File: src/common/rvPkg.sv
`default_nettype none

package rvPkg;

    // major opcodes
    localparam logic [6:0] opLui    = 7'b0110111;
    localparam logic [6:0] opAuipc  = 7'b0010111;
    localparam logic [6:0] opJal    = 7'b1101111;
    localparam logic [6:0] opJalr   = 7'b1100111;
    localparam logic [6:0] opBranch = 7'b1100011;
    localparam logic [6:0] opLoad   = 7'b0000011;
    localparam logic [6:0] opStore  = 7'b0100011;
    localparam logic [6:0] opImm    = 7'b0010011;
    localparam logic [6:0] opReg    = 7'b0110011;

    typedef enum logic [3:0] {
        aluAdd,
        aluSub,
        aluSll,
        aluSlt,
        aluSltu,
        aluXor,
        aluSrl,
        aluSra,
        aluOr,
        aluAnd,
        aluPassB
    } aluOpT;

    // where an execute operand comes from
    typedef enum logic [1:0] {
        fwdNone,
        fwdMem,
        fwdWb
    } fwdSelT;

    typedef enum logic [1:0] {
        aSrcReg,
        aSrcPc,
        aSrcZero
    } aSrcT;

    localparam int dmemWords = 256;

    // addi x0, x0, 0
    localparam logic [31:0] nopInstr = 32'h0000_0013;

endpackage

`default_nettype wire

File: src/design/hazardUnit.sv
`timescale 1ns/1ps
`default_nettype none

module hazardUnit import rvPkg::*; (
    input  logic [4:0] idRs1,
    input  logic [4:0] idRs2,
    input  logic [4:0] exRs1,
    input  logic [4:0] exRs2,
    input  logic [4:0] exRd,
    input  logic [4:0] memRd,
    input  logic [4:0] wbRd,
    input  logic       exMemRead,
    input  logic       memRegWrite,
    input  logic       wbRegWrite,
    input  logic       redirect,
    output fwdSelT     fwdA,
    output fwdSelT     fwdB,
    output logic       stall,
    output logic       flush
);

    logic loadUse;

    // nearest producer wins
    function automatic fwdSelT pickFwd(input logic [4:0] rs, input logic [4:0] mRd,
                                       input logic mWe, input logic [4:0] wRd,
                                       input logic wWe);
        if (mWe && mRd == rs) begin
            return fwdMem;
        end else if (wWe && wRd == rs) begin
            return fwdWb;
        end
        return fwdNone;
    endfunction

    assign fwdA = pickFwd(exRs1, memRd, memRegWrite, wbRd, wbRegWrite);
    assign fwdB = pickFwd(exRs2, memRd, memRegWrite, wbRd, wbRegWrite);

    assign loadUse = exMemRead && (exRd == idRs1 || exRd == idRs2);

    assign stall = loadUse;
    assign flush = redirect;

    // a load and a redirect never share the execute stage
    always_comb begin
        assert (!(stall && flush))
            else $error("hazardUnit: stall and flush raised together");
    end

endmodule

`default_nettype wire

File: config.mk
export PLATFORM = sky130hd
export DESIGN_NAME = hazardUnit
export DESIGN_NICKNAME = d
export VERILOG_FILES = /design/src/common/rvPkg.sv /design/src/design/hazardUnit.sv
export SDC_FILE = /design/constraint.sdc
export NUM_CORES = 1
export LEC_CHECK = 0
export BUFFER_PORTS_ARGS = -buffer_cell sky130_fd_sc_hd__buf_4
export CELL_PAD_IN_SITES_DETAIL_PLACEMENT = 0
export CELL_PAD_IN_SITES_GLOBAL_PLACEMENT = 2
export CORE_MARGIN = 8
export CORE_UTILIZATION = 15
export DETAILED_ROUTE_END_ITERATION = 16
export PLACE_DENSITY_LB_ADDON = 0.15
export SYNTH_ARGS = -nofsm -noshare
export SYNTH_HDL_FRONTEND = slang
export SYNTH_SLANG_ARGS = --single-unit
File: constraint.sdc
create_clock -name vclk -period 1.1
set_input_delay 0.165 -clock vclk [all_inputs]
set_output_delay 0.165 -clock vclk [all_outputs]
set_load 0.05 [all_outputs]
==> run_results.csv <==
group,metric,value,unit
drt,remaining_drc_errors,0,
synth,yosys.area.top_type,"xnor2_1",
floorplanning,rows,18,
outcome,status,"complete, but fails checks",
final_layout,multi_input_area,520,sq um
final_layout,drive_above_1_share,0.745,
final_layout,nNetsFinal,135,
timing,fmax,740,MHz
worst_hold_path,worstHoldStart,"redirect",
global_routing,grt_use_total,0.0644,
critical_path,slowest_delay,270,ps
critical_path,crit_fanout,2,
timing,finalSetupViolations,4,
placement,port_buffers,43,
floorplanning,start_util,0.154,
final_layout,antennaDiodeCount,0,
final_layout,area_growth,175,%
global_routing,busiest_layer,"met2",
synth,yosysWarningCount,0,
critical_path,cp_cell_sequence,"buf_8, xor2_2, nor4_2, buf_4, and3_4, buf_8",
global_routing,use_met2,0.128,
drt,final_antenna_net_count,0,
pwr,power_density,380,nW/um^2
synth,synth_top_cell_area_share,0.519,
placement,place_area,836,sq um
final_layout,flops_and_latches,0,
critical_path,end_kind,"output port",
critical_path,crit_slowest_cell,"nor4_2",
pwr,power,389,uW
worst_hold_path,min_path_type,"primary input to output port",
timing,fin_crit,1350,ps
final_layout,fin_area,1020,sq um
pwr,peakVddDrop,0.168,mV
global_routing,grt_max_degree,5,
timing,fin_ws,-251,ps
floorplanning,die_x,65.8,microns
timing,slew_headroom,0.787,
drt,finalWirelength,1.56,mm
final_layout,ff_latch_area,0,sq um
global_routing,grt_pass1_wl,2.37,mm
drt,dr.pass1.iters,4,
placement,globalplace.congestion,0.675,
placement,place_ws,-319,ps
floorplanning,design.core.area,2410,sq um
timing,fin_crit_sh,1.23,
critical_path,required,940,ps
synth,syn_nets,85,
synth,yosys.cell_types.count,9,
global_routing,grt_use_met1,0.0691,
synth,synth_cells,46,
placement,dp_hpwl,1.31,mm
final_layout,n_clock_buffer,0,
global_routing,grt_use_met3,0.0169,
drt,drtIter0Drc,5,
timing,hold_slack,330,ps
critical_path,start_kind,"primary input",
cts,ctsHoldBuffers,0,
floorplanning,die_area,4330,sq um
outcome,violations,"negative setup slack",
timing,slew_violations,0,
floorplanning,fp.dieH,65.8,microns
critical_path,critical_path_class,"primary input to output port",
critical_path,crit_path_frequent_cell,"buf_8",
critical_path,startpoint,"exRs1[3]",
synth,syn_avg_cell_area,8.08,sq um
floorplanning,boundaryPins,45,
drt,wl_per_cell,12.5,microns
global_routing,grt_pass1_vias,581,
synth,yosysMostFrequentCell,"xnor2_1",
global_routing,grt_antenna_before_repair,0,
drt,vias,497,
timing,setup_tns,-830,ps
final_layout,nFillCells,249,
timing,rsz0062_at_grt,"yes",
timing,tightest_slew,318,ps
synth,synth.area.top_cells,"xnor2_1, xor2_1, nand4_1",
pwr,total_leakage_power,0.428,nW
job,drv_cap,0,
synth,synth_area,372,sq um
global_routing,grt_overflow,0,
critical_path,arrival,1190,ps
drt,via_per_inst,4.01,
synth,ys_seq_area_frac,0,
synth,synth_common_cells,"xnor2_1, xor2_1, nand2_1, nand4_1",
timing,hold_violations,0,
area by class of cell:
type                       count  area share
timing repair buffer          49       0.455
tap                           30      0.0367
multi-input combinational     45       0.509
cells in the final DEF, fill, tap and decap left out:
cell type / n
nand4_1: 4
buf_8: 6
nand2_1: 4
xnor2_2: 8
and3_4: 2
xor2_1: 2
o22ai_2: 1
nor4_2: 2
a311oi_4: 2
buf_4: 29
xnor2_1: 14
xor2_2: 6
buf_6: 14
path summary, 6_finish.rpt:
| path | depth (start not counted) | slack, ps | end |
|---|---|---|---|
| worst max-delay path | 6 | -250 | fwdA[0] |
| worst min-delay path | 0 | 330 | flush |
what timing repair did:
action                                  4_1_cts  5_1_grt
endpoints found under the setup margin        5        5
pin swaps                                     9       14
setup buffers                                 0        1
resized for setup                            17       20
where the power goes:
group          internal, mW  leakage (nW)  switching, mW
Sequential                0             0              0
Clock                     0             0              0
Combinational         0.236         0.428          0.153
Total                 0.236         0.428          0.153
layer usage:
layer  vias to the layer above  routed length, microns
met5                         -                       0
met4                         0                       0
met3                         0                     163
met2                        27                     884
met1                       221                     508
li1                        249                       -
worst max-delay path: cells and delay by family:
kind                      cells  cell delay (ps)
buffers and inverters         3              410
xor gates and xnor gates      1              160
and+or+nand+nor               2              450
stage by stage:
stage / instances / util
floorplan: 46 / -
global placement: 123 / 0.347
detailed placement: 123 / 0.347
CTS: 123 / 0.381
global route: 124 / 0.425
finish: 124 / 0.425
cells by family after synthesis:
logic type,count (synthesis),share of synthesized area
AO/OA/AOI/OAI,3,0.0640
buffers and inverters,1,0.0202
AND/OR/NAND/NOR,12,0.209
XOR/XNOR,30,0.707
(Power assumes the default switching activity.)
