### config.mk
export PLATFORM = sky130hd
export DESIGN_NAME = regFile
export DESIGN_NICKNAME = d
export VERILOG_FILES = /design/src/common/rvPkg.sv /design/src/design/regFile.sv
export SDC_FILE = /design/constraint.sdc
export NUM_CORES = 2
export LEC_CHECK = 0
export ABC_AREA = 0
export BUFFER_PORTS_ARGS = -buffer_cell sky130_fd_sc_hd__clkbuf_2
export CAP_MARGIN = 25
export CORE_ASPECT_RATIO = 1.5
export CORE_UTILIZATION = 40
export DETAILED_ROUTE_END_ITERATION = 16
export SYNTH_ARGS = -nofsm -noshare
export SYNTH_HDL_FRONTEND = slang
export SYNTH_SLANG_ARGS = --single-unit
### constraint.sdc
create_clock -name clk -period 5.38 [get_ports clk]
set_clock_uncertainty 0.2 [all_clocks]
set_input_delay 1.614 -clock clk [delete_from_list [all_inputs] [get_ports clk]]
set_output_delay 1.614 -clock clk [all_outputs]
set_load 0.02 [all_outputs]
### src/common/rvPkg.sv
`default_nettype none

package rvPkg;

    // major opcodes
    localparam logic [6:0] opLui    = 7'b0110111;
    localparam logic [6:0] opAuipc  = 7'b0010111;
    localparam logic [6:0] opJal    = 7'b1101111;
    localparam logic [6:0] opJalr   = 7'b1100111;
    localparam logic [6:0] opBranch = 7'b1100011;
    localparam logic [6:0] opLoad   = 7'b0000011;
    localparam logic [6:0] opStore  = 7'b0100011;
    localparam logic [6:0] opImm    = 7'b0010011;
    localparam logic [6:0] opReg    = 7'b0110011;

    typedef enum logic [3:0] {
        aluAdd,
        aluSub,
        aluSll,
        aluSlt,
        aluSltu,
        aluXor,
        aluSrl,
        aluSra,
        aluOr,
        aluAnd,
        aluPassB
    } aluOpT;

    // where an execute operand comes from
    typedef enum logic [1:0] {
        fwdNone,
        fwdMem,
        fwdWb
    } fwdSelT;

    typedef enum logic [1:0] {
        aSrcReg,
        aSrcPc,
        aSrcZero
    } aSrcT;

    localparam int dmemWords = 256;

    // addi x0, x0, 0
    localparam logic [31:0] nopInstr = 32'h0000_0013;

endpackage

`default_nettype wire

### src/design/regFile.sv
`timescale 1ns/1ps
`default_nettype none

module regFile import rvPkg::*; (
    input  logic        clk,
    input  logic        rstN,
    input  logic [4:0]  rs1Addr,
    input  logic [4:0]  rs2Addr,
    input  logic [4:0]  rdAddr,
    input  logic        we,
    input  logic [31:0] rdData,
    output logic [31:0] rs1Data,
    output logic [31:0] rs2Data
);

    // x0 has no storage
    logic [31:0] regs [1:31];

    always_ff @(posedge clk) begin
        if (!rstN) begin
            for (int i = 1; i < 32; i++) begin
                regs[i] <= '0;
            end
        end else if (we) begin
            regs[rdAddr] <= rdData;
        end
    end

    // write-through so writeback and decode can share a cycle
    assign rs1Data = (rs1Addr == 5'd0) ? '0 :
                     (we && rdAddr == rs1Addr) ? rdData : regs[rs1Addr];
    assign rs2Data = (rs2Addr == 5'd0) ? '0 :
                     (we && rdAddr == rs2Addr) ? rdData : regs[rs2Addr];

    // decoder is expected to drop regWrite for rd == x0
    weNotX0: assert property (@(posedge clk) disable iff (!rstN) we |-> rdAddr != 5'd0)
        else $error("regFile: write to x0 reached writeback");

endmodule

`default_nettype wire

==> flow_summary_export.csv <==
group,metric,value,unit
timing,hold_violations,0,
clock_network,path_clk_slew,0.06,ns
worst_setup_path,crit_slowest_cell,"o311ai_4",
layout,register_area,30750,um^2
power_and_ir_drop,total_power,0.01962,W
layout,final_cells,5989,
layout,drive_gt1_frac,0.3189,
clock_network,cts-hold-fix-buffers,0,
layout,largest_reg_flops,1024,
yosys,synth.net_count,3867,
clock_network,cts_sinks,1024,
route,routed_via_density,6.616,
worst_setup_path,cp.required,3.57,ns
clock_network,cts_made_buffers,99,
yosys,ys_ff_latch,1024,
layout,multi_input_area,23400,um^2
route,wire_per_inst,38.34,um
worst_setup_path,crit_start,"rs1Addr[2]",
yosys,ys_seq_area_frac,0.5590,
grt,grtUsageMet1,0.3878,
timing,setup_viol,5,
worst_setup_path,cpPeakStageDelay,0.34,ns
grt,antenna_found_initial,33,
timing,worstMarginPinSlew,0.9671,ns
die,start_util,0.4031,
place,hpwl,141600,um
grt,track_usage,0.3236,
clock_network,root_buffer,"clkbuf_16",
worst_setup_path,critPathMostFrequentCell,"buf_4",
die,dieArea,139000,um^2
worst_hold_path,hp-class,"in -> reg",
yosys,synth_top_flop_cell,"edfxtp_1",
timing,holdWs,1.066,ns
worst_setup_path,crit_path_end,"rs1Data[1]",
route,drc,0,
timing,final.min_clock_period,5.414,ns
layout,top_register,"regs",
grt,grt_pass1_vias,39326,
worst_setup_path,startpoint_type,"primary input",
yosys,synth.avg_cell_area,14.41,um^2
timing,slew_headroom,0.3533,
power_and_ir_drop,power_leakage,23.68,nW
yosys,synth-edff-count,1024,
worst_setup_path,criticalPathCategory,"in -> out",
die,die_w,304.8,um
worst_setup_path,crit_fanout,12,
yosys,synth_warnings,0,
clock_network,cts_buffer_depth,3,
run_status,violations,"setup timing",
run_status,outcome,"complete, but fails checks",
yosys,netlist_instances,3817,
timing,slew_viol_final,0,
place,dp.cells,5728,
power_and_ir_drop,powerDensity,296.0,nW/um^2
die,chipHeight,456.2,um
power_and_ir_drop,vdd_drop_max,0.2617,mV
layout,fillers,11438,
grt,busiest_layer,"met2",
route,dr.pass1.iters,6,
route,ant_nets,0,
timing,fmax,184.7,MHz
clock_network,cts_tree,"done",
route,drt_iter0_markers,5814,
route,wirelength,229600,um
place,io_buffers,113,
timing,fin_crit_sh,1.006,
yosys,synth.distinct_cells,62,
place,gp_congestion,0.9277,
grt,grt_max_degree,43,
timing,fin_ws,-0.03391,ns
yosys,async_flop_share,0,
grt,grt_overflow,0,
die,ioPinCount,114,
clock_network,htreeDepth,3,
flow_run,drv_cap,0,
worst_setup_path,path_cells,"buf_6, and2_2, buf_4, a221oi_4, o21ai_0, a21o_1, o311ai_4, buf_4, clkbuf_2",
worst_setup_path,arrival,3.60,ns
layout,final_nets,4189,
die,fp.coreArea,136500,um^2
layout,syn_to_final_growth,20.47,%
grt,use_met2,0.5231,
layout,top_regs,"regs x1024",
grt,grt_pass1_wl,309500,um
grt,met3_usage,0.06492,
worst_setup_path,cp-end-kind,"output port",
die,num_rows,166,
yosys,netlist_area,55010,um^2
route,via_count,39623,
timing,rsz0062_at_grt,"yes",
## timing repair
| item | 4_1_cts | 5_1_grt |
|---|---|---|
| endpoints found under the setup margin | 62 | 60 |
| gates cloned | 11 | 7 |
| hold endpoints to repair | 0 | 0 |
| pin swaps | 11 | 21 |
| resized for setup | 113 | 82 |
| setup buffers | 29 | 28 |
## worst max-delay path: cells and delay by family
| kind | cells | cell delay (ns) |
|---|---|---|
| AO/OA/AOI/OAI | 4 | 0.97 |
| buffers and inverters | 4 | 0.69 |
| AND/OR/NAND/NOR | 1 | 0.29 |
## per-stage QoR
stage               area (um^2)  setup slack (ns)  TNS (ns)  utilization
global placement          61190           -0.5600    -8.637       0.4484
CTS                       65570          -0.02321  -0.04171       0.4805
finish                    66260          -0.03391  -0.08515       0.4856
detailed placement        61190           -0.5370    -9.126       0.4484
floorplan                 55010          0.007466         0            -
global route              66250          -0.03937  -0.07094       0.4855
## synthesized netlist by cell type (all sizes together), types with 2 or more instances
cell type	number	area, um^2
edfxtp	1024	30750
and2	997	6238
mux4	383	8663
clkbuf	282	1079
mux2i	272	2723
buf	133	903.4
o21ai	86	430.4
a22oi	83	623.1
nand2	77	291.5
a21oi	73	365.4
o22ai	64	400.4
nor2	53	203.9
a211oi	39	292.8
a32o	32	320.3
o221ai	32	280.3
a221oi	28	245.2
o22a	21	183.9
nor3	19	95.09
o211ai	14	105.1
a22o	11	96.34
a31oi	10	62.56
xnor2	10	87.58
nor2b	9	56.30
a211o	8	71.32
nand2b	7	43.79
a221o	6	60.06
nand3	5	25.02
nand3b	4	30.03
nor3b	4	30.03
or2	4	25.02
nand4	3	18.77
nor4b	3	26.28
a311o	2	20.02
and3	2	12.51
mux2	2	22.52
o311ai	2	25.03
or3	2	12.51
or3b	2	17.52
## worst min path at each step
stage | from | endpoint | depth (start not counted)
global route | rdData[19] | regs[24][19] | 2
CTS | rdData[19] | regs[24][19] | 2
detailed placement | rdData[19] | regs[24][19] | 2
floorplan | rdData[0] | regs[0][0] | 0
finish | rdData[19] | regs[24][19] | 2
global placement | rdData[19] | regs[24][19] | 2
## metal layers
metal,part of all wire,vias up
met2,0.47,3111
li1,-,15369
met4,0.086,10
met5,0.00028,-
met1,0.34,20181
met3,0.11,952
## cell type report
type / count / area share
Antenna cell: 7 / 0.0002644
Clock buffer: 112 / 0.03877
Clock inverter: 68 / 0.01012
Inverter: 1 / 0.0001133
Multi-Input combinational cell: 2376 / 0.3531
Sequential cell: 1024 / 0.4640
Tap cell: 1764 / 0.03331
Timing Repair Buffer: 637 / 0.1003
## kinds of logic after synthesis
group / Yosys count / synth area share
AOI/OAI and AO/OA: 515 / 0.06574
xor gates and xnor gates: 10 / 0.001592
buffers and inverters: 417 / 0.03626
DFF: 1024 / 0.5590
muxes: 657 / 0.2074
and+or+nand+nor: 1194 / 0.1300
## power breakdown
group	leakage (nW)	switching (W)	internal [W]
registers	9.72	0.000227	0.00920
clock network	1.56	0.00327	0.00393
logic	12.4	0.00174	0.00125
total	23.7	0.00524	0.0144
## placed cells by master, fill, tap and decap left out, types with 45 or more instances in the layout
| cell type | count |
|---|---|
| clkbuf_2 | 88 |
| o21ai_0 | 45 |
| edfxtp_1 | 1024 |
| buf_12 | 105 |
| and2_1 | 993 |
| buf_4 | 371 |
| nand2_1 | 75 |
| mux4_2 | 374 |
| a22oi_1 | 78 |
| o22ai_1 | 57 |
| a21oi_1 | 61 |
| clkbuf_16 | 108 |
| mux2i_1 | 268 |
(Power assumes the default switching activity.)
