==> src/common/rvPkg.sv <==
`default_nettype none

package rvPkg;

    // major opcodes
    localparam logic [6:0] opLui    = 7'b0110111;
    localparam logic [6:0] opAuipc  = 7'b0010111;
    localparam logic [6:0] opJal    = 7'b1101111;
    localparam logic [6:0] opJalr   = 7'b1100111;
    localparam logic [6:0] opBranch = 7'b1100011;
    localparam logic [6:0] opLoad   = 7'b0000011;
    localparam logic [6:0] opStore  = 7'b0100011;
    localparam logic [6:0] opImm    = 7'b0010011;
    localparam logic [6:0] opReg    = 7'b0110011;

    typedef enum logic [3:0] {
        aluAdd,
        aluSub,
        aluSll,
        aluSlt,
        aluSltu,
        aluXor,
        aluSrl,
        aluSra,
        aluOr,
        aluAnd,
        aluPassB
    } aluOpT;

    // where an execute operand comes from
    typedef enum logic [1:0] {
        fwdNone,
        fwdMem,
        fwdWb
    } fwdSelT;

    typedef enum logic [1:0] {
        aSrcReg,
        aSrcPc,
        aSrcZero
    } aSrcT;

    localparam int dmemWords = 256;

    // addi x0, x0, 0
    localparam logic [31:0] nopInstr = 32'h0000_0013;

endpackage

`default_nettype wire

==> src/design/decoder.sv <==
`timescale 1ns/1ps
`default_nettype none

module decoder import rvPkg::*; (
    input  logic [31:0] instr,
    output logic        regWrite,
    output logic        memRead,
    output logic        memWrite,
    output logic        memToReg,
    output logic        branch,
    output logic        jump,
    output logic        jalr,
    output logic        bSrcImm,
    output aSrcT        aSrc,
    output aluOpT       aluOp,
    output logic [31:0] imm
);

    logic [6:0]  opcode;
    logic [2:0]  funct3;
    logic        altOp;
    logic        writesRd;
    logic [31:0] immI;
    logic [31:0] immS;
    logic [31:0] immB;
    logic [31:0] immU;
    logic [31:0] immJ;

    function automatic aluOpT functOp(input logic [2:0] f3, input logic alt);
        case (f3)
            3'b000:  return alt ? aluSub : aluAdd;
            3'b001:  return aluSll;
            3'b010:  return aluSlt;
            3'b011:  return aluSltu;
            3'b100:  return aluXor;
            3'b101:  return alt ? aluSra : aluSrl;
            3'b110:  return aluOr;
            default: return aluAnd;
        endcase
    endfunction

    assign opcode = instr[6:0];
    assign funct3 = instr[14:12];
    assign altOp  = instr[30];

    assign immI = {{20{instr[31]}}, instr[31:20]};
    assign immS = {{20{instr[31]}}, instr[31:25], instr[11:7]};
    assign immB = {{19{instr[31]}}, instr[31], instr[7], instr[30:25], instr[11:8], 1'b0};
    assign immU = {instr[31:12], 12'b0};
    assign immJ = {{11{instr[31]}}, instr[31], instr[19:12], instr[20], instr[30:21], 1'b0};

    always_comb begin
        writesRd = 1'b0;
        memRead  = 1'b0;
        memWrite = 1'b0;
        memToReg = 1'b0;
        branch   = 1'b0;
        jump     = 1'b0;
        jalr     = 1'b0;
        bSrcImm  = 1'b0;
        aSrc     = aSrcReg;
        aluOp    = aluAdd;
        imm      = immI;
        case (opcode)
            opLui: begin
                writesRd = 1'b1;
                aSrc     = aSrcZero;
                bSrcImm  = 1'b1;
                imm      = immU;
            end
            opAuipc: begin
                writesRd = 1'b1;
                aSrc     = aSrcPc;
                bSrcImm  = 1'b1;
                imm      = immU;
            end
            opJal: begin
                writesRd = 1'b1;
                jump     = 1'b1;
                imm      = immJ;
            end
            opJalr: begin
                writesRd = 1'b1;
                jump     = 1'b1;
                jalr     = 1'b1;
            end
            opBranch: begin
                branch = 1'b1;
                aluOp  = aluSub;
                imm    = immB;
            end
            opLoad: begin
                writesRd = 1'b1;
                memRead  = 1'b1;
                memToReg = 1'b1;
                bSrcImm  = 1'b1;
            end
            opStore: begin
                memWrite = 1'b1;
                bSrcImm  = 1'b1;
                imm      = immS;
            end
            opImm: begin
                writesRd = 1'b1;
                bSrcImm  = 1'b1;
                // funct7 only matters for the right shift here
                aluOp    = functOp(funct3, altOp && funct3 == 3'b101);
            end
            opReg: begin
                writesRd = 1'b1;
                aluOp    = functOp(funct3, altOp);
            end
            default: begin
            end
        endcase
    end

    assign regWrite = writesRd && (instr[11:7] != 5'd0);

endmodule

`default_nettype wire

==> config.mk <==
export PLATFORM = sky130hd
export DESIGN_NAME = decoder
export DESIGN_NICKNAME = d
export VERILOG_FILES = /design/src/common/rvPkg.sv /design/src/design/decoder.sv
export SDC_FILE = /design/constraint.sdc
export NUM_CORES = 1
export LEC_CHECK = 0
export CAP_MARGIN = 20
export CORE_AREA = 8 8 45 47
export DETAILED_ROUTE_END_ITERATION = 8
export DIE_AREA = 0 0 53 55
export DONT_BUFFER_PORTS = 1
export GPL_TIMING_DRIVEN = 1
export PLACE_DENSITY = 0.65
export SLEW_MARGIN = 5
export SYNTH_ARGS = -nofsm -noshare
export SYNTH_HDL_FRONTEND = slang
export SYNTH_SLANG_ARGS = --single-unit
==> constraint.sdc <==
create_clock -name vclk -period 1.8
set_input_delay 0.36 -clock vclk [all_inputs]
set_output_delay 0.36 -clock vclk [all_outputs]
set_load 0.03 [all_outputs]
==> results.yml, run 1 <==
run_status:
  outcome: "complete, but fails checks"
  violations: "setup timing"
drt:
  drt_wl_total_um: 2580
  avgViaCountPerCell: 6.20
  antenna_left: 0
  drc: 0
  drt_iter0_drc: 9
  wl_per_cell_um: 20.8
  dr.pass1.iters: 4
  vias: 769
place:
  place_area_um2: 1020
  dpl_worst_slack_ps: -75.5
  hpwl_um: 1960
  placed_cells: 118
  port_buffers: 0
  gp_congestion: 0.801
global_routing:
  grt_use_total_pct: 14.9
  globalRouteOverflowTotal: 0
  grt_pass1_vias: 770
  grt_pass1_wl_um: 3550
  grt_max_degree: 13
  antenna_found_initial: 0
floorplan:
  coreArea_um2: 1380
  ios: 78
  start_util_pct: 46.4
  rows: 14
  die_h_um: 55
  die_x_um: 53
  die-area_um2: 2920
sta:
  maxSlewViolCount: 0
  fin_crit_sh_pct: 104
  finalCriticalPeriod_ps: 1860
  hold_viol_final: 0
  worst_slack_ps: -64.9
  slew_headroom_pct: 57.3
  max_freq_mhz: 536
  rsz0062_at_grt: "true"
  worst_slew_pin_slew_ps: 638
  setup_viol: 3
  finalHoldWorstSlack_ps: 720
setup_path:
  worst_ep_arrival_time_ps: 1500
  cp.required_ps: 1440
  critPathLaunchType: "input port"
  critPathKind: "in -> out"
  endpoint_kind: "output port"
  cp_max_fo: 7
synth:
  syn_inst: 88
  syn-num-nets: 120
  synth_cell_type_count: 35
  ys_seq_area_share_pct: 0
  syn_area_per_cell_um2: 7.29
  syn_area_um2: 642
  ys_warn_count: 0
finish:
  drive_gt1_share_pct: 68.5
  final_nets: 142
  design_area_um2: 1140
  syn2layout_area_growth_pct: 77.4
  fillers: 89
  clkbuf_count: 0
  antenna_cells: 0
  regArea_um2: 0
  design.seq.count: 0
  layout.cells.non_filler: 124
pwr:
  p_leak_uw: 0.000460
  p_per_area_nw_per_um2: 215
  peakVddDrop_v: 0.000162
run:
  cap_violations: 0
hold_path:
  hold_class: "in -> out"
## critical path: stages
cell,delay [ps]
nand4bb_4,240
or3b_4,450
o32ai_2,240
buf_4,210
## layer usage
| layer | track usage, % | vias up | part of all wire, % |
|---|---|---|---|
| met1 | 18.0 | 358 | 37 |
| met3 | 4.01 | 2 | 9.9 |
| met2 | 26.6 | 41 | 53 |
| met5 | 0 | - | 0 |
| met4 | 1.72 | 0 | 0.54 |
| li1 | - | 368 | - |
## report_power, final
| part | total (uW) | internal (uW) | leakage, uW | switching [uW] |
|---|---|---|---|---|
| combinational | 244 | 96.2 | 0.000460 | 148 |
| clock | 0 | 0 | 0 | 0 |
| sequential | 0 | 0 | 0 | 0 |
| total | 244 | 96.2 | 0.000460 | 148 |
## placed cells by master, fill, tap and decap left out, drive strengths merged, types with 2 or more instances in the layout
| master | Yosys | layout |
|---|---|---|
| nand2 | 3 | 3 |
| buf | 8 | 29 |
| nor2 | 10 | 10 |
| o21ai | 3 | 3 |
| nor3 | 3 | 3 |
| a21oi | 2 | 2 |
| nor2b | 5 | 5 |
| mux2i | 2 | 2 |
| nor3b | 2 | 2 |
| a22o | 4 | 4 |
| nand2b | 2 | 2 |
| and2b | 6 | 6 |
| o32ai | 2 | 2 |
| or3b | 2 | 2 |
| nand3b | 2 | 2 |
| a21o | 19 | 19 |
## through the flow
stage | util [%] | TNS [ps] | power (uW)
floorplan | - | -2470 | 228
global placement | 73.8 | -714 | 233
detailed placement | 73.8 | -1000 | 236
CTS | 77.0 | -9.55 | 239
global route | 82.3 | -636 | 255
finish | 82.3 | -91.2 | 244
## cells by family after synthesis
| group | Yosys count | share of synthesized area, % |
|---|---|---|
| AND/OR/NAND/NOR | 41 | 41.5 |
| AO/OA/AOI/OAI | 35 | 42.3 |
| multiplexers | 2 | 3.12 |
| buffers and inverters | 10 | 13.1 |
## cell usage after synthesis, types with 2 or more instances
| library cell | instances | area share (%) |
|---|---|---|
| o21ai_0 | 3 | 2.3 |
| a22o_1 | 4 | 5.5 |
| a21o_1 | 19 | 22 |
| nor2b_1 | 5 | 4.9 |
| nand3b_1 | 2 | 2.3 |
| nor2_1 | 8 | 4.7 |
| buf_6 | 3 | 5.3 |
| and2b_1 | 6 | 7.0 |
| nand2_1 | 3 | 1.8 |
| clkbuf_1 | 2 | 1.2 |
| mux2i_1 | 2 | 3.1 |
| nor2_2 | 2 | 1.9 |
| nor3_1 | 3 | 2.3 |
| buf_4 | 3 | 3.5 |
| nand2b_1 | 2 | 1.9 |
| or3b_4 | 2 | 3.5 |
## final cells by class
class,instances,area (um^2),share of cell area [%]
tap,16,20.0,1.76
multi-input combinational,78,846,74.3
timing repair buffer,30,273,24.0
## what timing repair did
action / 4_1_cts / 5_1_grt
endpoints found under the setup margin: 17 / 20
hold buffers: 0 / 0
endpoints found under the hold margin: 0 / 0
gates resized for setup: 3 / 13
cloned: 0 / 1
pin swaps: 0 / 8
buffers inserted: 3 / 2
## path summary, 6_finish.rpt
path / from / end / slack (ps) / cells after the start
worst max-delay path: instr[3] / aluOp[0] / -60 / 4
worst min-delay path: instr[31] / imm[31] / 720 / 0
Power figures use the tool's default switching activity.
==> inputs of run 2 (changes only) <==
--- a/config.mk
+++ b/config.mk
@@ -11,7 +11,7 @@
 export DIE_AREA = 0 0 53 55
 export DONT_BUFFER_PORTS = 1
 export GPL_TIMING_DRIVEN = 1
-export PLACE_DENSITY = 0.65
+export PLACE_DENSITY = 0.63
 export SLEW_MARGIN = 5
 export SYNTH_ARGS = -nofsm -noshare
 export SYNTH_HDL_FRONTEND = slang
==> constraint.sdc (replaced) <==
create_clock -name vclk -period 2.1
set_input_delay 0.42 -clock vclk [all_inputs]
set_output_delay 0.42 -clock vclk [all_outputs]
set_load 0.03 [all_outputs]
==> results.yml, run 2 (synthesized netlist as in run 1, its figures left out) <==
finish:
  layout_common_cells: "19 x a21o_1, 19 x buf_4, 8 x nor2_1, 6 x and2b_1, 5 x nor2b_1"
  syn2layout_area_growth_pct: 15.0
  regArea_um2: 0
  final_nets: 131
  drive_gt1_share_pct: 29.9
  clkbuf_count: 0
  design.seq.count: 0
  antenna_cells: 0
setup_path:
  critPathKind: "in -> out"
  cp.required_ps: 1680
  cp_max_fo: 6
  critPathLaunchType: "input port"
  endpoint_kind: "output port"
  worst_ep_arrival_time_ps: 1580
drt:
  antenna_left: 0
  wl_met2_um: 1170
  wl_met3_um: 311
  drt-met1-wl_um: 769
  drc: 0
  top_layer_used: "met3"
  avgViaCountPerCell: 6.11
  dr.pass1.iters: 3
  wl_per_cell_um: 19.9
  drt_iter0_drc: 8
  vias: 690
  drt_wl_total_um: 2250
place:
  hpwl_um: 1920
  gp_congestion: 0.780
  port_buffers: 0
global_routing:
  grt_max_degree: 20
  antenna_found_initial: 0
  grt_use_total_pct: 13.2
  grt_pass1_wl_um: 3210
  globalRouteOverflowTotal: 0
  grt_pass1_vias: 683
sta:
  maxSlewViolCount: 0
  rsz0062_at_grt: "false"
  max_freq_mhz: 500
  finalHoldWorstSlack_ps: 840
  slew_headroom_pct: 55.5
  finalCriticalPeriod_ps: 2000
  worst_slew_pin_slew_ps: 666
  fin_tns_setup_ps: 0
  hold_viol_final: 0
  setup_viol: 0
  fin_crit_sh_pct: 95.3
clocking:
  cts_setup_buffers: 0
  post_cts_resized: 0
  hold_buffers: 0
pwr:
  peakVddDrop_v: 0.000136
  p_leak_uw: 0.000384
  p_per_area_nw_per_um2: 220
floorplan:
  die_h_um: 55
  coreArea_um2: 1380
  start_util_pct: 46.4
  ios: 78
  die-area_um2: 2920
  rows: 14
  die_x_um: 53
hold_path:
  hold_class: "in -> out"
run_status:
  outcome: "finished clean"
run:
  cap_violations: 0
## run 2: cell types whose count changed in the layout (fill, tap and decap cells not counted), moves of 3 or more
cell / delta
a21o_1: +19
a21o_4: -19
buf_6: -6
a22o_1: +4
a22o_4: -4
nor2_4: -4
nor2b_1: +3
## run 2: power breakdown
group / switching (uW) / leakage, uW / total [uW] / internal (uW)
registers: 0 / 0 / 0 / 0
logic: 116 / 0.000384 / 162 / 46.6
clock network: 0 / 0 / 0 / 0
total: 116 / 0.000384 / 162 / 46.6
## run 2: stage by stage
step | instances | power, uW | area, um^2 | setup WS (ps) | utilization [%]
after floorplan | 88 | 158 | 659 | -15.9 | -
after global placement | 113 | 163 | 738 | 117 | 53.3
after detailed placement | 113 | 164 | 738 | 100 | 53.3
after CTS | 113 | 164 | 738 | 100 | 53.3
after global routing | 113 | 171 | 738 | 5.19 | 53.3
final | 113 | 162 | 738 | 99.0 | 53.3
## run 2: layout make-up
class | instances | area (um^2)
multi-input combinational | 78 | 576
tap | 16 | 20.0
timing repair buffer | 19 | 143
fill | 146 | 646
## run 2: metal layers
metal	track usage (%)	vias to the layer above
li1	-	343
met1	15.2	309
met2	24.4	38
met3	4.55	0
met4	0	0
met5	0	-
## run 2: worst paths after layout
kind | slack, ps | to | from | depth (start not counted)
setup / recovery | 100 | aluOp[0] | instr[2] | 4
hold / removal | 840 | imm[31] | instr[31] | 0
## run 2: critical path: stages
cell	delay, ps
nand4bb_1	190
or3b_4	430
o32ai_2	320
buf_4	220
==> inputs of run 3 (changes only) <==
--- a/config.mk
+++ b/config.mk
@@ -5,13 +5,15 @@
 export SDC_FILE = /design/constraint.sdc
 export NUM_CORES = 1
 export LEC_CHECK = 0
+export ABC_AREA = 1
+export ABC_CLOCK_PERIOD_IN_PS = 2100
 export CAP_MARGIN = 20
-export CORE_AREA = 8 8 45 47
+export CORE_MARGIN = 8
+export CORE_UTILIZATION = 57
 export DETAILED_ROUTE_END_ITERATION = 8
-export DIE_AREA = 0 0 53 55
 export DONT_BUFFER_PORTS = 1
 export GPL_TIMING_DRIVEN = 1
-export PLACE_DENSITY = 0.63
+export PLACE_DENSITY = 0.72
 export SLEW_MARGIN = 5
 export SYNTH_ARGS = -nofsm -noshare
 export SYNTH_HDL_FRONTEND = slang
==> results.yml, run 3 <==
run_status:
  outcome: "finished clean"
pwr:
  p_int_uw: 58.1
  power_frac_seq_pct: 0
  p_per_area_nw_per_um2: 203
  p_leak_uw: 0.000677
  peakVddDrop_v: 0.000153
  p_total_uw: 211
  swShare_pct: 72.5
  power.clock.fraction_pct: 0
  switchingPower_uw: 153
  p_comb_share_pct: 100.0
place:
  gp_congestion: 0.806
  dpl_worst_slack_ps: 168
  place_area_um2: 1040
  port_buffers: 0
  hpwl_um: 2440
clocking:
  post_cts_resized: 0
  cts_setup_buffers: 0
  hold_buffers: 0
drt:
  dr.pass1.iters: 4
  drt_iter0_drc: 14
  drc: 0
  avgViaCountPerCell: 5.59
  drt_wl_total_um: 2860
  wl_per_cell_um: 13.8
  antenna_left: 0
  vias: 1157
synth:
  yosys-top-cells-area: "nand2_1 19%, nand3_1 18%, inv_1 11%"
  syn_area_um2: 867
  syn-num-nets: 204
  synth_common_cells: "43 x nand2_1, 31 x nand3_1, 26 x inv_1, 22 x nor2_1, 15 x o21ai_1"
  synth_cell_type_count: 22
  synth_top_area_share_pct: 18.6
  syn_inst: 172
  ys_warn_count: 0
  ys_seq_area_share_pct: 0
  yosys.area.top_type: "nand2_1"
  syn_area_per_cell_um2: 5.04
  yosysMostFrequentCell: "nand2_1"
global_routing:
  globalRouteOverflowTotal: 0
  grt_pass1_wl_um: 4420
  use_met1_pct: 16.7
  grt_use_total_pct: 18.1
  busiest_layer: "met2"
  grt_max_degree: 19
  grtUsageMet2_pct: 37.0
  antenna_found_initial: 0
  grt_pass1_vias: 1092
  use_met3_pct: 7.75
floorplan:
  die_h_um: 55
  coreArea_um2: 1470
  rows: 14
  ios: 78
  start_util_pct: 58.9
  die-area_um2: 3030
  die_x_um: 55
sta:
  fin_crit_sh_pct: 92.4
  maxSlewViolCount: 0
  fin_tns_setup_ps: 0
  finalCriticalPeriod_ps: 1940
  max_freq_mhz: 516
  worst_slew_pin_slew_ps: 411
  worst_slack_ps: 160
  hold_viol_final: 0
  rsz0062_at_grt: "false"
  slew_headroom_pct: 72.5
  setup_viol: 0
hold_path:
  hold_class: "in -> out"
  hold_path_startpoint: "instr[31]"
  whs_endpoint: "imm[31]"
  whs_path_depth: 0
finish:
  clkbuf_count: 0
  antenna_cells: 0
  regArea_um2: 0
  layout_common_cells: "43 x nand2_1, 31 x nand3_1, 26 x inv_1, 25 x buf_4, 22 x nor2_1"
  syn2layout_area_growth_pct: 19.8
  design.seq.count: 0
  final_nets: 225
  final_common_cell: "nand2_1"
  fin_util_pct: 70.6
  design_area_um2: 1040
  drive_gt1_share_pct: 24.1
run:
  cap_violations: 0
setup_path:
  worst_ep_arrival_time_ps: 1520
  critPathLaunchType: "input port"
  cp_max_fo: 18
  endpoint_kind: "output port"
  cp.required_ps: 1680
  critPathKind: "in -> out"
## run 3: changes by cell type in the layout (fill, tap and decap cells not counted), moves of 5 or more
| cell | change |
|---|---|
| a21o_1 | -19 |
| inv_1 | +26 |
| and2b_1 | -6 |
| nand3_1 | +30 |
| o21ai_1 | +14 |
| nand2_1 | +40 |
| inv_2 | +6 |
| buf_4 | +6 |
| nor2b_1 | -5 |
| nor2_1 | +14 |
## run 3: how the worst max path moves through the flow
stage	startpoint	endpoint	slack [ps]	cells past startpoint
final	instr[1]	imm[30]	160	6
after global routing	instr[1]	imm[26]	40	6
after CTS	instr[1]	imm[30]	160	6
after detailed placement	instr[1]	imm[30]	170	6
after global placement	instr[1]	imm[25]	210	6
after floorplan	instr[4]	aluOp[2]	160	5
## run 3: critical path, cell delays in order
cell and delay [ps]:
nand2_2 110, nor2_8 210, nand2_4 170, nand2_1 280, o21ai_1 130, buf_4 190
## run 3: cells by family after synthesis
kind of cell	Yosys count	share of synthesized area (%)
AO/OA/AOI/OAI	18	10.7
AND/OR/NAND/NOR	115	69.0
buffers and inverters	39	20.3
## run 3: routing by layer
| metal | up-vias | share of wire [%] |
|---|---|---|
| li1 | 584 | - |
| met1 | 518 | 34 |
| met2 | 55 | 51 |
| met3 | 0 | 15 |
| met4 | 0 | 0 |
| met5 | - | 0 |
## run 3: final cells by class
cell class,count,area (um^2)
multi-input cells,133,691
fillers,152,433
repair buffers,26,208
inverters,32,120
well taps,16,20.0
## run 3: stage by stage
| stage | std cells | hold WS (ps) |
|---|---|---|
| floorplan | 172 | 952 |
| global placement | 207 | 840 |
| detailed placement | 207 | 840 |
| CTS | 207 | 840 |
| global route | 207 | 841 |
| finish | 207 | 840 |
## run 3: power by group through the flow
| stage | combinational (uW) | sequential (uW) | clock [uW] |
|---|---|---|---|
| 3_5_place_dp | 213 | 0 | 0 |
| 5_1_grt | 226 | 0 | 0 |
| 6_report | 211 | 0 | 0 |
| 4_1_cts | 213 | 0 | 0 |
| 2_1_floorplan | 169 | 0 | 0 |
| 3_3_place_gp | 209 | 0 | 0 |
