### config.mk
export PLATFORM = sky130hd
export DESIGN_NAME = alu
export DESIGN_NICKNAME = d
export VERILOG_FILES = /design/src/common/rvPkg.sv /design/src/design/alu.sv
export SDC_FILE = /design/constraint.sdc
export NUM_CORES = 1
export LEC_CHECK = 0
export ABC_CLOCK_PERIOD_IN_PS = 8200
export BUFFER_PORTS_ARGS = -buffer_cell sky130_fd_sc_hd__buf_2
export CAP_MARGIN = 25
export CELL_PAD_IN_SITES_DETAIL_PLACEMENT = 1
export CELL_PAD_IN_SITES_GLOBAL_PLACEMENT = 2
export CORE_UTILIZATION = 29
export DETAILED_ROUTE_END_ITERATION = 10
export GPL_ROUTABILITY_DRIVEN = 1
export GPL_TIMING_DRIVEN = 0
export PLACE_DENSITY = 0.9
export SETUP_SLACK_MARGIN = 0.15
export SLEW_MARGIN = 40
export SYNTH_ARGS = -nofsm -noshare
export SYNTH_HDL_FRONTEND = slang
export SYNTH_SLANG_ARGS = --single-unit
export TNS_END_PERCENT = 30
### constraint.sdc
create_clock -name vclk -period 8.2
set_clock_uncertainty 0.15 [all_clocks]
set_input_delay 0.82 -clock vclk [all_inputs]
set_output_delay 0.82 -clock vclk [all_outputs]
set_load 0.01 [all_outputs]
### src/common/rvPkg.sv
`default_nettype none

package rvPkg;

    // major opcodes
    localparam logic [6:0] opLui    = 7'b0110111;
    localparam logic [6:0] opAuipc  = 7'b0010111;
    localparam logic [6:0] opJal    = 7'b1101111;
    localparam logic [6:0] opJalr   = 7'b1100111;
    localparam logic [6:0] opBranch = 7'b1100011;
    localparam logic [6:0] opLoad   = 7'b0000011;
    localparam logic [6:0] opStore  = 7'b0100011;
    localparam logic [6:0] opImm    = 7'b0010011;
    localparam logic [6:0] opReg    = 7'b0110011;

    typedef enum logic [3:0] {
        aluAdd,
        aluSub,
        aluSll,
        aluSlt,
        aluSltu,
        aluXor,
        aluSrl,
        aluSra,
        aluOr,
        aluAnd,
        aluPassB
    } aluOpT;

    // where an execute operand comes from
    typedef enum logic [1:0] {
        fwdNone,
        fwdMem,
        fwdWb
    } fwdSelT;

    typedef enum logic [1:0] {
        aSrcReg,
        aSrcPc,
        aSrcZero
    } aSrcT;

    localparam int dmemWords = 256;

    // addi x0, x0, 0
    localparam logic [31:0] nopInstr = 32'h0000_0013;

endpackage

`default_nettype wire

### src/design/alu.sv
`timescale 1ns/1ps
`default_nettype none

module alu import rvPkg::*; (
    input  logic [31:0] rs1Val,
    input  logic [31:0] rs2Val,
    input  logic [31:0] memFwd,
    input  logic [31:0] wbFwd,
    input  logic [31:0] pc,
    input  logic [31:0] imm,
    input  fwdSelT      fwdA,
    input  fwdSelT      fwdB,
    input  aSrcT        aSrc,
    input  logic        bSrcImm,
    input  aluOpT       aluOp,
    output logic [31:0] result,
    output logic [31:0] fwdRs1,
    output logic [31:0] fwdRs2
);

    logic [31:0] opA;
    logic [31:0] opB;
    logic [4:0]  shamt;

    function automatic logic [31:0] fwdMux(input fwdSelT sel, input logic [31:0] regVal,
                                           input logic [31:0] memVal,
                                           input logic [31:0] wbVal);
        case (sel)
            fwdMem:  return memVal;
            fwdWb:   return wbVal;
            default: return regVal;
        endcase
    endfunction

    assign fwdRs1 = fwdMux(fwdA, rs1Val, memFwd, wbFwd);
    assign fwdRs2 = fwdMux(fwdB, rs2Val, memFwd, wbFwd);

    always_comb begin
        case (aSrc)
            aSrcPc:   opA = pc;
            aSrcZero: opA = '0;
            default:  opA = fwdRs1;
        endcase
    end

    assign opB   = bSrcImm ? imm : fwdRs2;
    assign shamt = opB[4:0];

    always_comb begin
        case (aluOp)
            aluAdd:   result = opA + opB;
            aluSub:   result = opA - opB;
            aluSll:   result = opA << shamt;
            aluSlt:   result = {31'b0, $signed(opA) < $signed(opB)};
            aluSltu:  result = {31'b0, opA < opB};
            aluXor:   result = opA ^ opB;
            aluSrl:   result = opA >> shamt;
            aluSra:   result = $signed(opA) >>> shamt;
            aluOr:    result = opA | opB;
            aluAnd:   result = opA & opB;
            aluPassB: result = opB;
            default:  result = '0;
        endcase
    end

    // the ID/EX register must only ever carry decoder encodings
    always_comb begin
        assert (aluOp inside {aluAdd, aluSub, aluSll, aluSlt, aluSltu, aluXor,
                              aluSrl, aluSra, aluOr, aluAnd, aluPassB})
            else $error("alu: undefined aluOp %0d", aluOp);
    end

endmodule

`default_nettype wire

==> results of run 1 <==
cells by family after synthesis:
kind of cell | count (synthesis) | synth area share
multiplexers | 112 | 0.105
AO/OA/AOI/OAI | 699 | 0.432
XOR/XNOR | 6 | 0.00481
AND/OR/NAND/NOR | 561 | 0.235
adder cells (fa/ha/maj) | 105 | 0.122
buffers and inverters | 281 | 0.102
worst min-delay path by stage:
stage | cells after the start | from | end | slack, ps
finish | 4 | rs1Val[30] | fwdRs1[30] | 1830
global route | 4 | rs1Val[30] | fwdRs1[30] | 1860
CTS | 4 | rs1Val[30] | fwdRs1[30] | 1820
detailed placement | 4 | rs1Val[30] | fwdRs1[30] | 1820
global placement | 4 | rs1Val[30] | fwdRs1[30] | 1830
floorplan | 2 | rs2Val[10] | fwdRs2[10] | 1650
layout make-up:
cell class,count,share of cell area
multi-input cells,1483,0.741
inverters,129,0.0364
repair buffers,336,0.128
diodes,2,0.000376
plain buffers,146,0.0473
well taps,504,0.0474
cell usage in the layout (no fill, tap or decap), types with 59 or more instances in the layout:
| cell type | Yosys | final |
|---|---|---|
| o21ai_0 | 218 | 200 |
| mux2i_1 | 103 | 103 |
| a21oi_1 | 107 | 105 |
| inv_1 | 126 | 126 |
| nand2_1 | 200 | 200 |
| buf_2 | 25 | 356 |
| nor2_1 | 159 | 157 |
| clkbuf_1 | 103 | 89 |
| ha_1 | 103 | 103 |
| nand3_1 | 59 | 59 |
power by group through the flow:
stage / combinational [mW] / sequential (mW) / clock (mW)
floorplan: 0.960 / 0 / 0
global placement: 1.65 / 0 / 0
detailed placement: 1.68 / 0 / 0
CTS: 1.69 / 0 / 0
global route: 1.83 / 0 / 0.0000000327
finish: 1.77 / 0 / 0.0000000327
Yosys cell counts, types with 24 or more instances:
library cell / instances
mux2i_1: 103
a22oi_1: 52
clkbuf_1: 103
a221oi_1: 40
inv_1: 126
nand3b_1: 35
nand3_1: 59
a221o_1: 41
a21oi_1: 107
nor2_1: 159
buf_2: 25
ha_1: 103
nand2_1: 200
a211oi_1: 24
o211ai_1: 53
o21ai_0: 218
nor3_1: 26
layer usage:
layer,up-vias,part of all wire,track usage
li1,7245,-,-
met1,8465,0.39,0.545
met2,1113,0.45,0.717
met3,270,0.088,0.0682
met4,0,0.076,0.287
met5,-,0,0
what timing repair did:
action | in CTS | in global routing
resized for setup | 7 | 19
gates cloned | 0 | 0
pin swaps | 1 | 0
setup endpoints to repair | 14 | 12
setup buffers | 2 | 0
==> impl_metrics.csv, run 1 <==
group,metric,value,unit
status,status,"complete, no violations",
synth,synth_area_leaders,"ha_1 (12%), o21ai_0 (10%), mux2i_1 (9.4%)",
power_and_ir_drop,p_int,0.532,mW
setup_path,worstSetupEndpointType,"primary output",
synth,ys_types,75,
timing,finalMaxSlewViolations,0,
timing,min_period_over_period,0.983,
setup_path,worst-path-buf-inv,7,
placement,gp_congestion,1.09,
timing,fin_crit,8060,ps
floorplan,die_y,196,µm
floorplan,rows,70,
layout,fin_area,0.0133,mm²
grt,grt_pass1_wl,123000,µm
synth,synth_area,0.0109,mm²
power_and_ir_drop,netSwitchingFraction,0.699,
synth,syn_nets,2072,
layout,post-route-util,0.361,
floorplan,die_area,0.0385,mm²
hold_path,hp-class,"input pin to primary output",
detailed_routing,wl_per_cell,34.0,µm
layout,nFillCells,5013,
timing,setup_viol,0,
timing,slew_headroom,0.353,
layout,nets,2404,
power_and_ir_drop,p_seq_frac,0,
setup_path,worstPathMaxFanout,11,
floorplan,fp.dieW,196,µm
placement,dpl-instance-area,0.0132,mm²
placement,numPlacedInstances,2601,
synth,netlist.area_leader.share,0.118,
placement,dp_hpwl,74500,µm
power_and_ir_drop,p_comb_frac,1.000,
detailed_routing,num_vias,17100,
timing,final_hold_viol_count,0,
layout,drive_gt1_frac,0.198,
power_and_ir_drop,p_sw,1.24,mW
floorplan,pin_count,299,
power_and_ir_drop,power_density,133,mW/mm²
placement,io_buffer_count,298,
synth,yosysSeqAreaShare,0,
layout,regArea,0,µm²
setup_path,setup.worst_path.end,"result[29]",
setup_path,critical_path_class,"input pin to primary output",
flow_run,timing.max_cap.violations,0,
layout,nFlopsAndLatches,0,
synth,synth_top_area_cell,"ha_1",
floorplan,initial_core_util,0.296,
setup_path,critPathRequiredTime,7230,ps
grt,grt_max_degree,21,
setup_path,worstPathArrival,7090,ps
placement,place_ws,-614,ps
power_and_ir_drop,p_total,1.77,mW
cts,postCtsHoldBufs,0,
setup_path,crit_cells,20,
timing,setup_slack,143,ps
timing,tightest_slew,971,ps
setup_path,cp_common_cell,"buf_2",
setup_path,cp_slowest_cell,"a211oi_1",
power_and_ir_drop,pwr-share-clk,0,
setup_path,cp-start-kind,"input pin",
timing,rsz0062_at_grt,"true",
grt,grt.total_usage,0.443,
synth,syn_inst,1764,
grt,grt_pass1_vias,16900,
floorplan,core-area,0.0369,mm²
power_and_ir_drop,p_leak,6.03,nW
synth,postSynthAreaPerCell,6.19,µm²
setup_path,slowest_delay,600,ps
layout,instances_no_fill,2600,
detailed_routing,drtIter0Drc,1645,
layout,multi_input_area,0.00985,mm²
setup_path,path_cells,"buf_2 -> inv_1 -> ha_1 -> buf_2 -> a221oi_1 -> o31a_1 -> clkbuf_1 -> clkbuf_2 -> clkbuf_2 -> ha_1 -> and3b_1 -> o311a_1 -> o21ai_0 -> a211oi_1 -> a211oi_1 -> a311oi_1 -> o21ai_0 -> nor2_1 -> o31ai_1 -> buf_2",
power_and_ir_drop,ir_drop,0.0000369,V
detailed_routing,ant_nets,0,
timing,fmax,0.124,GHz
setup_path,critPathTopFamily,"compound AO/OA/AOI/OAI gates",
layout,clock_buffers,0,
grt,grt.overflow.total,0,
detailed_routing,routed_via_density,6.57,
synth,yosysWarnings,0,
detailed_routing,finalWirelength,88500,µm
detailed_routing,dr.pass1.iters,6,
timing,fin_setup_tns,0,ps
layout,syn2layout_area_growth,21.7,%
timing,whs,1830,ps
grt,antenna_found_initial,4,
setup_path,setup.worst_path.start,"fwdB[0]",
detailed_routing,drc,0,
(Power assumes the default switching activity.)
==> run 2: changes to the inputs <==
- BUFFER_PORTS_ARGS: -buffer_cell sky130_fd_sc_hd__buf_2 -> unset
- CORE_UTILIZATION: 29 -> 35
- DONT_BUFFER_PORTS: unset -> 1
- PLACE_DENSITY: 0.9 -> 0.89
==> run 2 against run 1 <==
  * Final cell count decreased by 15%
  * Flip-flop and latch count unchanged
  * Worst hold slack got worse by 170 ps
  * Critical path depth increased by 1
  * Combinational power decreased by 9.6%
  * Routed wire length decreased by 7.7%
  * Design area decreased by 12%
  * Setup slack got worse by 51 ps
  * Count of clock-buffer cells in the layout unchanged
  * Via count decreased by 7.3%
  * Die area decreased by 17%
==> impl_metrics.csv, run 2 (synthesis results as in run 1) <==
group,metric,value,unit
status,status,"complete, no violations",
placement,dpl-instance-area,0.0116,mm²
floorplan,die_y,179,µm
power_and_ir_drop,p_sw,1.16,mW
cts,cts_resized,3,
detailed_routing,drtIter0Drc,1728,
layout,drive_gt1_frac,0.0607,
layout,instances_no_fill,2203,
timing,tightest_slew,950,ps
placement,gp_congestion,1.10,
timing,slew_headroom,0.364,
setup_path,worstPathArrival,7140,ps
detailed_routing,drc,0,
detailed_routing,num_vias,15800,
flow_run,timing.max_cap.violations,0,
floorplan,pin_count,299,
floorplan,core-area,0.0307,mm²
power_and_ir_drop,p_seq_frac,0,
layout,nets,2105,
layout,syn2layout_area_growth,6.80,%
floorplan,initial_core_util,0.356,
timing,min_period_over_period,0.989,
power_and_ir_drop,pwr-share-clk,0,
layout,final_common_cell,"o21ai_0",
layout,fin_area,0.0117,mm²
layout,clock_buffers,0,
setup_path,cp-start-kind,"input pin",
timing,fin_setup_tns,0,ps
setup_path,critPathRequiredTime,7230,ps
layout,nFillCells,4216,
grt,grt_pass1_vias,15300,
timing,rsz0062_at_grt,"true",
timing,finalMaxSlewViolations,0,
cts,postCtsHoldBufs,0,
layout,post-route-util,0.380,
power_and_ir_drop,netSwitchingFraction,0.723,
power_and_ir_drop,p_int,0.443,mW
grt,grt.total_usage,0.495,
power_and_ir_drop,p_leak,4.78,nW
floorplan,die_area,0.0319,mm²
layout,regArea,0,µm²
power_and_ir_drop,p_total,1.60,mW
cts,cts_setup_buffers,0,
hold_path,holdPathStages,2,
setup_path,worstSetupEndpointType,"primary output",
grt,grt_max_degree,13,
hold_path,hp-class,"input pin to primary output",
setup_path,setup.worst_path.end,"result[31]",
layout,nFlopsAndLatches,0,
setup_path,setup.worst_path.start,"fwdB[0]",
detailed_routing,dr.pass1.iters,6,
placement,io_buffer_count,0,
detailed_routing,ant_nets,0,
setup_path,worstPathMaxFanout,10,
grt,grt_pass1_wl,112000,µm
floorplan,fp.dieW,179,µm
detailed_routing,routed_via_density,7.19,
timing,fin_crit,8110,ps
grt,antenna_found_initial,13,
placement,dp_hpwl,68900,µm
power_and_ir_drop,ir_drop,0.0000401,V
detailed_routing,finalWirelength,81700,µm
layout,most-common-layout-cells,"o21ai_0 (210), nand2_1 (200), nor2_1 (157)",
floorplan,rows,64,
timing,fmax,0.123,GHz
grt,grt.overflow.total,0,
power_and_ir_drop,p_comb_frac,1.000,
detailed_routing,wl_per_cell,37.1,µm
power_and_ir_drop,power_density,137,mW/mm²
placement,numPlacedInstances,2193,
timing,final_hold_viol_count,0,
setup_path,critical_path_class,"input pin to primary output",
hold_path,hold_start,"rs1Val[25]",
timing,setup_viol,0,
-- run 2: per-layer routing --
metal	global-route usage	routed length [µm]	vias to the layer above	share of wire
li1	-	-	6677	-
met1	0.575	30500	7776	0.37
met2	0.781	35100	1084	0.43
met3	0.116	8270	298	0.10
met4	0.386	7830	2	0.096
met5	0	4	-	0.000049
-- run 2: final cells by class --
type | instances | area, µm² | share of cell area
multi-input cells | 1483 | 9860 | 0.845
plain buffers | 149 | 628 | 0.0538
well taps | 396 | 495 | 0.0425
inverters | 129 | 484 | 0.0415
repair buffers | 34 | 175 | 0.0150
diodes | 12 | 30.0 | 0.00257
-- run 2: worst min path at each step --
stage | end | slack (ps)
2_1_floorplan | fwdRs2[10] | 1650
5_1_grt | fwdRs1[25] | 1680
4_1_cts | fwdRs1[3] | 1660
3_5_place_dp | fwdRs1[24] | 1660
3_3_place_gp | fwdRs1[3] | 1660
6_report | fwdRs1[25] | 1660
-- run 2: power groups by stage --
| stage | Combinational, mW | Clock, mW | Sequential [mW] |
|---|---|---|---|
| 2_1_floorplan | 0.960 | 0 | 0 |
| 3_3_place_gp | 1.48 | 0 | 0 |
| 3_5_place_dp | 1.52 | 0 | 0 |
| 4_1_cts | 1.52 | 0 | 0 |
| 5_1_grt | 1.66 | 0.000000196 | 0 |
| 6_report | 1.60 | 0.000000197 | 0 |
-- run 2: per-stage QoR --
step / worst slack (ps) / hold WS [ps]
finish: 92.9 / 1660
global route: 85.0 / 1680
CTS: 59.4 / 1660
detailed placement: -295 / 1660
global placement: -579 / 1660
floorplan: 1860 / 1650
-- run 2: critical path, cell delays in order --
cell and delay (ps):
inv_1 40, ha_1 240, clkbuf_1 520, a221oi_1 270
o31a_1 420, inv_1 140, buf_2 260, buf_2 310
clkbuf_1 500, buf_1 700, ha_1 380, nand3b_1 100
nand2_1 90, o21ai_0 200, a211oi_1 560, a211oi_1 180
a311oi_1 530, a31oi_1 190, a21oi_2 180, a21bo_1 220
a21o_1 260
==> run 3: changes to the inputs <==
- ABC_AREA: unset -> 1
- CORE_UTILIZATION: 35 -> 32
- PLACE_DENSITY: 0.89 -> 0.9
- RECOVER_POWER: unset -> 25
==> run 3 against run 2 <==
  * Global-route usage fell by 5.1 points
  * Die area rose by 26%
  * Critical path depth rose by 2
  * Flip-flop and latch count did not move
  * Non-clock buffer count fell by 47
  * Largest cell class unchanged
==> impl_metrics.csv, run 3 <==
group,metric,value,unit
hold_path,hp-class,"input pin to primary output",
layout,clock_buffers,0,
setup_path,critPathTopFamily,"buffers and inverters",
detailed_routing,drtIter0Drc,1898,
layout,instances_no_fill,3098,
cts,cts_setup_buffers,0,
floorplan,core-area,0.0387,mm²
placement,numPlacedInstances,3096,
synth,synthTopCellsByCount,"nand2_1 (845), nand3_1 (472), inv_1 (287)",
power_and_ir_drop,power_density,148,mW/mm²
setup_path,cp_common_cell,"nand2_1",
detailed_routing,routed_via_density,6.19,
grt,antenna_found_initial,2,
setup_path,setup.worst_path.start,"fwdA[0]",
grt,grt_pass1_vias,19100,
setup_path,slowest_delay,570,ps
synth,synthMostInstantiatedCell,"nand2_1",
timing,finalMaxSlewViolations,0,
setup_path,worst-path-buf-inv,7,
synth,syn_nets,2885,
grt,grt_pass1_wl,131000,µm
layout,nFlopsAndLatches,0,
cts,postCtsHoldBufs,0,
placement,gp_congestion,1.06,
flow_run,timing.max_cap.violations,0,
layout,syn2layout_area_growth,5.12,%
placement,io_buffer_count,0,
floorplan,pin_count,299,
timing,fin_setup_tns,0,ps
floorplan,rows,72,
synth,netlist.area_leader.share,0.252,
setup_path,worstSetupEndpointType,"primary output",
layout,multi_input_area,0.0108,mm²
setup_path,cp-start-kind,"input pin",
grt,grt.total_usage,0.444,
detailed_routing,finalWirelength,92800,µm
timing,fin_crit,7530,ps
timing,fmax,0.133,GHz
layout,most-common-layout-cells,"nand2_1 (845), nand3_1 (472), inv_1 (289)",
synth,synth_area,0.0126,mm²
setup_path,critical_path_class,"input pin to primary output",
synth,ys_types,47,
setup_path,worstPathArrival,6560,ps
floorplan,die_area,0.0401,mm²
grt,grt.overflow.total,0,
floorplan,fp.dieW,200,µm
cts,cts_resized,0,
synth,syn_inst,2577,
layout,final_common_cell,"nand2_1",
timing,min_period_over_period,0.918,
layout,nFillCells,5747,
timing,tightest_slew,954,ps
setup_path,worstPathMaxFanout,10,
synth,postSynthAreaPerCell,4.89,µm²
setup_path,path_cells,"inv_1 -> ha_1 -> inv_1 -> clkbuf_1 -> clkbuf_1 -> clkbuf_1 -> o211ai_1 -> o21ai_2 -> inv_1 -> ha_1 -> fa_1 -> inv_1 -> nand2_1 -> o21ai_1 -> a21oi_1 -> o21ai_1 -> nand2_1 -> nand2_1 -> nand2_1 -> nand2_1 -> nor2_1 -> nor2_1 -> nand4_1",
detailed_routing,num_vias,19200,
synth,yosysSeqAreaShare,0,
timing,setup_viol,0,
timing,final_hold_viol_count,0,
setup_path,crit_cells,23,
layout,regArea,0,µm²
placement,dp_hpwl,78300,µm
setup_path,cp_slowest_cell,"o21ai_1",
synth,yosysWarnings,0,
timing,slew_headroom,0.364,
status,status,"complete, no violations",
detailed_routing,wl_per_cell,30.0,µm
synth,synth_top_area_cell,"nand2_1",
synth,synth_area_leaders,"nand2_1 (25%), nand3_1 (19%), ha_1 (10%)",
floorplan,initial_core_util,0.325,
detailed_routing,dr.pass1.iters,5,
power_and_ir_drop,p_leak,7.02,nW
detailed_routing,drc,0,
timing,rsz0062_at_grt,"false",
layout,drive_gt1_frac,0.0652,
layout,nets,2888,
setup_path,critPathRequiredTime,7230,ps
power_and_ir_drop,ir_drop,0.0000508,V
floorplan,die_y,200,µm
detailed_routing,ant_nets,0,
grt,grt_max_degree,13,
setup_path,setup.worst_path.end,"result[14]",
[run 3: power breakdown]
part	leakage (nW)	switching [mW]	internal (mW)
Sequential	0	0	0
Combinational	7.02	1.49	0.467
Clock	0.0000127	0	0.0000000331
[run 3: cell families (layout without fill, tap and decap cells)]
group	after synthesis	in the layout	synth area share
buffers and inverters	434	435	0.146
AO/OA/AOI/OAI	391	391	0.176
adder cells (fa/ha/maj)	105	105	0.106
AND/OR/NAND/NOR	1647	1647	0.572
other	0	2	0
[run 3: worst min path at each step]
stage	from	end	slack, ps	cells past startpoint
detailed placement	rs1Val[6]	fwdRs1[6]	1640	2
CTS	rs1Val[0]	fwdRs1[0]	1650	1
global placement	rs1Val[0]	fwdRs1[0]	1650	1
global route	rs1Val[0]	fwdRs1[0]	1650	1
floorplan	rs2Val[5]	fwdRs2[5]	1620	2
finish	rs1Val[0]	fwdRs1[0]	1650	1
[run 3: per-layer routing]
metal / part of all wire / GRT usage
met3: 0.087 / 0.0692
met5: 0.00019 / 0
met4: 0.073 / 0.266
met1: 0.40 / 0.555
met2: 0.44 / 0.717
[run 3: layout make-up]
type / instances / area share
multi-input cells: 2143 / 0.814
inverters: 299 / 0.0850
repair buffers: 1 / 0.000378
well taps: 518 / 0.0490
diodes: 2 / 0.000378
plain buffers: 135 / 0.0515
[run 3: metrics by stage]
stage / total power [mW] / area, µm² / hold WS [ps] / setup slack (ps) / utilization
finish: 1.96 / 13200 / 1650 / 674 / 0.342
global route: 2.07 / 13200 / 1650 / 593 / 0.342
CTS: 1.88 / 13300 / 1650 / 997 / 0.342
detailed placement: 1.87 / 13300 / 1640 / 1010 / 0.342
global placement: 1.84 / 13200 / 1650 / 710 / 0.342
floorplan: 1.19 / 12600 / 1620 / 3280 / -
